## src/design/socket_pkg.sv

```systemverilog
package socket_pkg;

	////////////////////////////////////////////////////////////////////////////
	// Header field types

	// Remote IPv4 address of the connection
	typedef logic [31:0] ip_addr_t;

	// TCP port, used for both the client and the server side
	typedef logic [15:0] tcp_port_t;

	// Raw tuple hash before it is cut down to a bin index
	typedef logic [15:0] sock_hash_t;

	// Upper bound on socket ID width, checked by the table at elaboration
	localparam int SOCKID_MAX_BITS = 16;

	////////////////////////////////////////////////////////////////////////////
	// Command and state encodings

	// Command kinds coming from the packet parser
	typedef enum logic [1:0] {
		op_lookup = 2'd0,
		op_insert = 2'd1,
		op_remove = 2'd2
	} sock_op_t;

	// Table FSM
	// read_wait covers the memory read pipeline before the first compare
	typedef enum logic [2:0] {
		st_idle         = 3'd0,
		st_read_wait    = 3'd1,
		st_lookup_cmp   = 3'd2,
		st_insert_cmp   = 3'd3,
		st_write_settle = 3'd4
	} table_state_t;

endpackage

```

## src/design/socket_cmd_queue.sv

```systemverilog
`timescale 1ns/1ps

module socket_cmd_queue import socket_pkg::*; #(
	parameter int CREDITS = 4,
	parameter int SOCKID_BITS = 7,
	localparam int PTR_BITS = (CREDITS > 1) ? $clog2(CREDITS) : 1,
	localparam int CNT_BITS = $clog2(CREDITS + 1)
) (
	input  logic                   clk,
	input  logic                   reset,
	input  logic                   cmd_valid,
	input  sock_op_t               cmd_op,
	input  ip_addr_t               cmd_addr,
	input  tcp_port_t              cmd_client_port,
	input  tcp_port_t              cmd_server_port,
	input  logic [SOCKID_BITS-1:0] cmd_sockid,
	output logic                   q_valid,
	output sock_op_t               q_op,
	output ip_addr_t               q_addr,
	output tcp_port_t              q_client_port,
	output tcp_port_t              q_server_port,
	output logic [SOCKID_BITS-1:0] q_sockid,
	input  logic                   q_pop,
	output logic                   credit_return
);

	// One storage array per command field
	sock_op_t               op_mem     [CREDITS];
	ip_addr_t               addr_mem   [CREDITS];
	tcp_port_t              cport_mem  [CREDITS];
	tcp_port_t              sport_mem  [CREDITS];
	logic [SOCKID_BITS-1:0] sockid_mem [CREDITS];

	logic [PTR_BITS-1:0] wr_ptr;
	logic [PTR_BITS-1:0] rd_ptr;
	logic [CNT_BITS-1:0] count;

	////////////////////////////////////////////////////////////////////////////
	// Storage

	// Sender holds a credit for every push, so a push never finds the FIFO full
	always_ff @(posedge clk) begin
		if (cmd_valid) begin
			op_mem[wr_ptr]     <= cmd_op;
			addr_mem[wr_ptr]   <= cmd_addr;
			cport_mem[wr_ptr]  <= cmd_client_port;
			sport_mem[wr_ptr]  <= cmd_server_port;
			sockid_mem[wr_ptr] <= cmd_sockid;
		end
	end

	// Head entry, valid one cycle after the push
	assign q_valid       = (count != '0);
	assign q_op          = op_mem[rd_ptr];
	assign q_addr        = addr_mem[rd_ptr];
	assign q_client_port = cport_mem[rd_ptr];
	assign q_server_port = sport_mem[rd_ptr];
	assign q_sockid      = sockid_mem[rd_ptr];

	////////////////////////////////////////////////////////////////////////////
	// Pointers, fill count and credits

	always_ff @(posedge clk) begin
		if (reset) begin
			wr_ptr        <= '0;
			rd_ptr        <= '0;
			count         <= '0;
			credit_return <= 1'b0;
		end else begin
			if (cmd_valid) begin
				wr_ptr <= (wr_ptr == PTR_BITS'(CREDITS - 1)) ? '0 : wr_ptr + 1'b1;
			end
			if (q_pop) begin
				rd_ptr <= (rd_ptr == PTR_BITS'(CREDITS - 1)) ? '0 : rd_ptr + 1'b1;
			end
			case ({cmd_valid, q_pop})
				2'b10:   count <= count + 1'b1;
				2'b01:   count <= count - 1'b1;
				default: count <= count;
			endcase
			// One credit back per popped entry, a cycle after the pop
			credit_return <= q_pop;
		end
	end

	// A full FIFO means the sender pushed with no credit left
	a_no_push_full: assert property (@(posedge clk) disable iff (reset)
		cmd_valid |-> (count != CNT_BITS'(CREDITS)));

	a_no_pop_empty: assert property (@(posedge clk) disable iff (reset)
		q_pop |-> (count != '0));

endmodule

```

## config.mk

```make
export PLATFORM = sky130hd
export DESIGN_NAME = socket_cmd_queue
export DESIGN_NICKNAME = d
export VERILOG_FILES = /design/src/design/socket_pkg.sv /design/src/design/socket_cmd_queue.sv
export SDC_FILE = /design/constraint.sdc
export NUM_CORES = 1
export LEC_CHECK = 0
export BUFFER_PORTS_ARGS = -buffer_cell sky130_fd_sc_hd__buf_2
export CAP_MARGIN = 20
export CORE_ASPECT_RATIO = 1.75
export CORE_MARGIN = 2
export CORE_UTILIZATION = 60
export DETAILED_ROUTE_END_ITERATION = 10
export HOLD_SLACK_MARGIN = 0.03
export PLACE_DENSITY = 0.94
export SYNTH_ARGS = -nofsm -noshare
export SYNTH_HDL_FRONTEND = slang
export SYNTH_SLANG_ARGS = --single-unit
```

## constraint.sdc

```tcl
create_clock -name clk -period 4.74 [get_ports clk]
set_input_delay 0 -clock clk [delete_from_list [all_inputs] [get_ports clk]]
set_output_delay 0 -clock clk [all_outputs]
set_load 0.01 [all_outputs]
```

* Word level (Yosys, flattened, before mapping)
Memories as Yosys holds them, arrays and structs flattened. A register that Yosys moved wholly into a read port is not among the register bits.
Index checks and enable logic that the tools add are counted.
** Word-level totals
- Register bits after elaboration :: 8
- Bits in writable memories :: 292
- Input port bits :: 77
- Output and inout bits :: 75
- Logic and storage cells :: 34
- Memories :: 5
** Operators by class
- Add/sub/neg operators :: 4
- Eq/ne operators :: 4
- Muxes and demuxes :: 15
- Reduce and logical (&&, ||, !) cells :: 2
** Memories
- addr_mem :: depth 4, width 32, read ports 1, clocked after Yosys merged registers in 1, wr ports 1, line socket_cmd_queue.sv:29 : ip_addr_t addr_mem [CREDITS];
- cport_mem :: depth 4, width 16, read ports 1, clocked after Yosys merged registers in 1, wr ports 1, line socket_cmd_queue.sv:30 : tcp_port_t cport_mem [CREDITS];
- sport_mem :: depth 4, width 16, read ports 1, clocked after Yosys merged registers in 1, wr ports 1, line socket_cmd_queue.sv:31 : tcp_port_t sport_mem [CREDITS];
- sockid_mem :: depth 4, width 7, read ports 1, clocked after Yosys merged registers in 1, wr ports 1, line socket_cmd_queue.sv:32 : logic [SOCKID_BITS-1:0] sockid_mem [CREDITS];
- op_mem :: depth 4, width 2, read ports 1, clocked after Yosys merged registers in 1, wr ports 1, line socket_cmd_queue.sv:28 : sock_op_t op_mem [CREDITS];
** Operators with widths (number)
- 2-to-1 mux 2 bit :: 12
- equality test 2 bit, second input constant :: 3
- case mux 3 bit (2 select lines) :: 1
- adder 2 x 1 -> 2 bit, second input constant :: 2
- adder 3 x 1 -> 3 bit, second input constant :: 1
- nonzero test 3 bit :: 1
- subtractor 3 x 1 -> 3 bit, second input constant :: 1
- equality test 2 x 1 -> 1 bit, second input constant :: 1
- 2-to-1 mux 1 bit :: 2
- nonzero test 2 bit :: 1

* Logic depth before layout (Yosys ltp)
- Word-level depth :: 4
- Mapped depth :: 7
- Gate-level depth less buffers :: 7

* Worst setup path before layout
No wires, ideal clock.
- Kind :: reg2reg
- From :: register wr_ptr[0]
- To :: memory addr_mem[3][0] in the netlist's numbering, enable pin
- Library setup time :: 439 ps
- Arrival time :: 2256 ps
- Required time :: 4301 ps
- Path slack :: 2045 ps
- Cell stages (with the launch flop) :: 3
- Path buffers :: 0
- Cells stage by stage :: dfxtp_1 > ha_1 > and2_1
** RTL lines
- start: declaration :: line socket_cmd_queue.sv:34 : logic [PTR_BITS-1:0] wr_ptr;
- start signal: assignment :: line socket_cmd_queue.sv:71 : wr_ptr <= (wr_ptr == PTR_BITS'(CREDITS - 1)) ? '0 : wr_ptr + 1'b1;
- end: declaration :: line socket_cmd_queue.sv:29
Straight into the memory's write port.

==> flow_summary.yaml <==
status:
  status: "finished clean"
pwr:
  switching_share_pct: 21.0
  combPwrFrac_pct: 9.1
  power_density_nw_per_um2: 409
  leakage_nw: 4.63
  ir_drop_v: 0.000413
  p_seq_share_pct: 55.9
  power_w: 0.00554
  p_clk_share_pct: 35.0
  intPower_w: 0.00438
  switchingPower_w: 0.00117
clock_tree:
  cts_tree: "yes"
  cts_sinks: 302
  cts_resized: 0
  cts_made_buffers: 25
  path_clk_slew_ns: 0.07
  clk_latency_ns: 0.52
  cts.path.max_buffers: 3
  cts.htree.levels: 1
  cts_root_buffer: "clkbuf_16"
synthesis:
  synth_edf_count: 292
  syn_avg_cell_area_um2: 25.7
  synth_ff_type: "edfxtp_1"
  synth_cells: 431
  netlist_area_um2: 11100
  yosysSeqAreaShare_pct: 81.0
  synth_async_sr_flop_share_pct: 0
  yosysUniqueCellTypes: 20
  yosys_warnings: 0
  syn-num-nets: 515
  ys_seq_elements: 302
sta:
  rsz0062_at_grt: "no"
  period_minus_slack_ns: 2.57
  maxSlewViolCount: 0
  tightestPinTransition_ns: 1.09
  clock.fmax_mhz: 389
  slew_headroom_pct: 27.0
  fin_crit_sh_pct: 54.3
  hold_viol: 0
  finalClockSkew_ns: 0.0122
  finalSetupViolations: 0
  setup_tns_ns: 0
die:
  die_w_um: 107
  core.rowCount: 65
  fp.dieH_um: 184
  start_util_pct: 61.4
  core_um2: 18100
  io_pins: 152
  die_area_um2: 19600
placed_design:
  gp_congestion: 0.719
  dpl.hpwl_um: 12000
  io_buffers: 151
worst_setup_path:
  rr_startpoint: "wr_ptr[0]"
  critPathLaunchType: "register"
  critPathRequiredTime_ns: 4.74
  worstPathArrival_ns: 2.57
  r2r_cells: 3
  critical_path_class: "register to primary output"
  end_kind: "primary output"
  regToRegEndpoint: "addr_mem[2][11]"
  cp-endpoint: "q_sockid[3]"
  critPathMaxFanout: 31
  r2r_slack_ns: 2.82
routing:
  vias: 5307
  drtPass1Iterations: 4
  wl_per_cell_um: 23.3
  dr.first_iter.drc_count: 281
  vias_per_cell: 5.74
  ant_nets: 0
  wl_um: 21600
  drc: 0
global_routing:
  grtUsageMet2_pct: 41.4
  grt_max_degree: 74
  grtUsageTotal_pct: 22.5
  gr-total-overflow: 0
  grt_pass1_vias: 5824
  met3_usage_pct: 3.08
  top_usage_layer: "met2"
  grt_first_pass_wirelength_um: 32900
  antenna_found_initial: 1
  grtUsageMet1_pct: 27.7
job:
  cap_violations: 0
layout:
  nNetsFinal: 757
  drive_gt1_share_pct: 39.0
  syn2layout_area_growth_pct: 22.4
hold_path:
  hold_path_depth: 2
  worstHoldPathType: "input port to register"
==> through the flow <==
stage / cells / setup slack [ns] / hold slack, ns / util, % / instance area, um2
CTS: 922 / 2.06 / 0.216 / 74.8 / 13500
floorplan: 431 / 2.05 / 0.0989 / - / 11100
global route: 924 / 1.96 / 0.234 / 75.1 / 13600
finish: 925 / 2.17 / 0.236 / 75.1 / 13600
detailed placement: 801 / 2.62 / 0.216 / 66.3 / 12000
global placement: 801 / 2.65 / 0.210 / 66.3 / 12000
==> Yosys cell counts (2+ instances only) <==
master,instances,share of area (%)
mux4_2,72,15
xor2_1,2,0.16
inv_1,7,0.24
or3_1,2,0.11
and2_1,4,0.23
mux2i_1,2,0.18
nor3b_1,2,0.14
a21oi_1,4,0.18
edfxtp_1,292,79
buf_2,7,0.32
dfxtp_1,10,1.8
ha_1,6,0.68
buf_12,7,1.3
nor2_1,8,0.27
==> state kept, by name, indices dropped and copies added (netlist names), named ones only <==
signal and flops:
sockid_mem 28, addr_mem 128, rd_ptr 2, wr_ptr 2, count 3, credit_return 1, op_mem 8, sport_mem 64
cport_mem 64
==> critical path, stage by stage, from the launching register on <==
cell	delay (ns)
dfxtp_4	0.66
buf_4	0.59
mux4_2	0.62
buf_2	0.16
==> power groups by stage <==
stage | registers (W) | logic, W | clock network (W)
after floorplan | 0.00312 | 0.000293 | 0
after global placement | 0.00315 | 0.000422 | 0
after detailed placement | 0.00316 | 0.000443 | 0
after CTS | 0.00310 | 0.000499 | 0.00197
after global routing | 0.00311 | 0.000538 | 0.00206
final | 0.00310 | 0.000505 | 0.00194
==> repair_timing <==
item                                   4_1_cts  5_1_grt
buffers inserted                             0        0
endpoints found under the hold margin      302        0
hold buffers                                77        0
==> how the worst min path moves through the flow <==
stage | startpoint | to | slack [ns]
after floorplan | cmd_addr[0] | addr_mem[0][0] | 0.1
after global placement | cmd_server_port[10] | sport_mem[2][10] | 0.21
after detailed placement | cmd_addr[15] | addr_mem[0][15] | 0.22
after CTS | cmd_server_port[10] | sport_mem[0][10] | 0.22
after global routing | cmd_sockid[0] | sockid_mem[2][0] | 0.23
final | cmd_addr[21] | addr_mem[3][21] | 0.24
==> layer usage <==
metal | vias to the layer above | share of wire [%] | wire length [um]
met5 | - | 0 | 0
met4 | 0 | 2.5 | 531
met3 | 37 | 4.9 | 1060
met2 | 208 | 57 | 12300
met1 | 2749 | 36 | 7680
li1 | 2313 | - | -
==> kinds of logic after synthesis <==
family                   synth area share (%)
flip-flops                               81.0
multiplexers                             15.1
buffers and inverters                    2.00
AND/OR/NAND/NOR                         0.745
adder cells (fa/ha/maj)                 0.858
AO/OA/AOI/OAI                           0.226
XOR/XNOR                                0.158
==> area by class of cell <==
class | instances | area (um2)
sequential | 302 | 8980
fill | 1006 | 4490
multi-input combinational | 105 | 1900
timing repair buffer | 232 | 1600
clock buffer | 29 | 641
tap | 234 | 293
clock inverter | 15 | 131
inverter | 7 | 26.3
antenna | 1 | 2.50
==> cells in the final DEF, fill, tap and decap left out, types with 3 or more instances in the layout <==
cell type / n
a21oi_1: 4
and2_4: 4
buf_2: 151
clkbuf_1: 4
clkbuf_16: 25
clkinv_1: 4
clkinv_2: 5
clkinvlp_4: 3
dfxtp_1: 8
dlygate4sd3_1: 77
edfxtp_1: 292
ha_1: 6
inv_1: 7
mux4_2: 72
nor2_1: 8
Note: power is estimated with default switching activity, not from simulation.
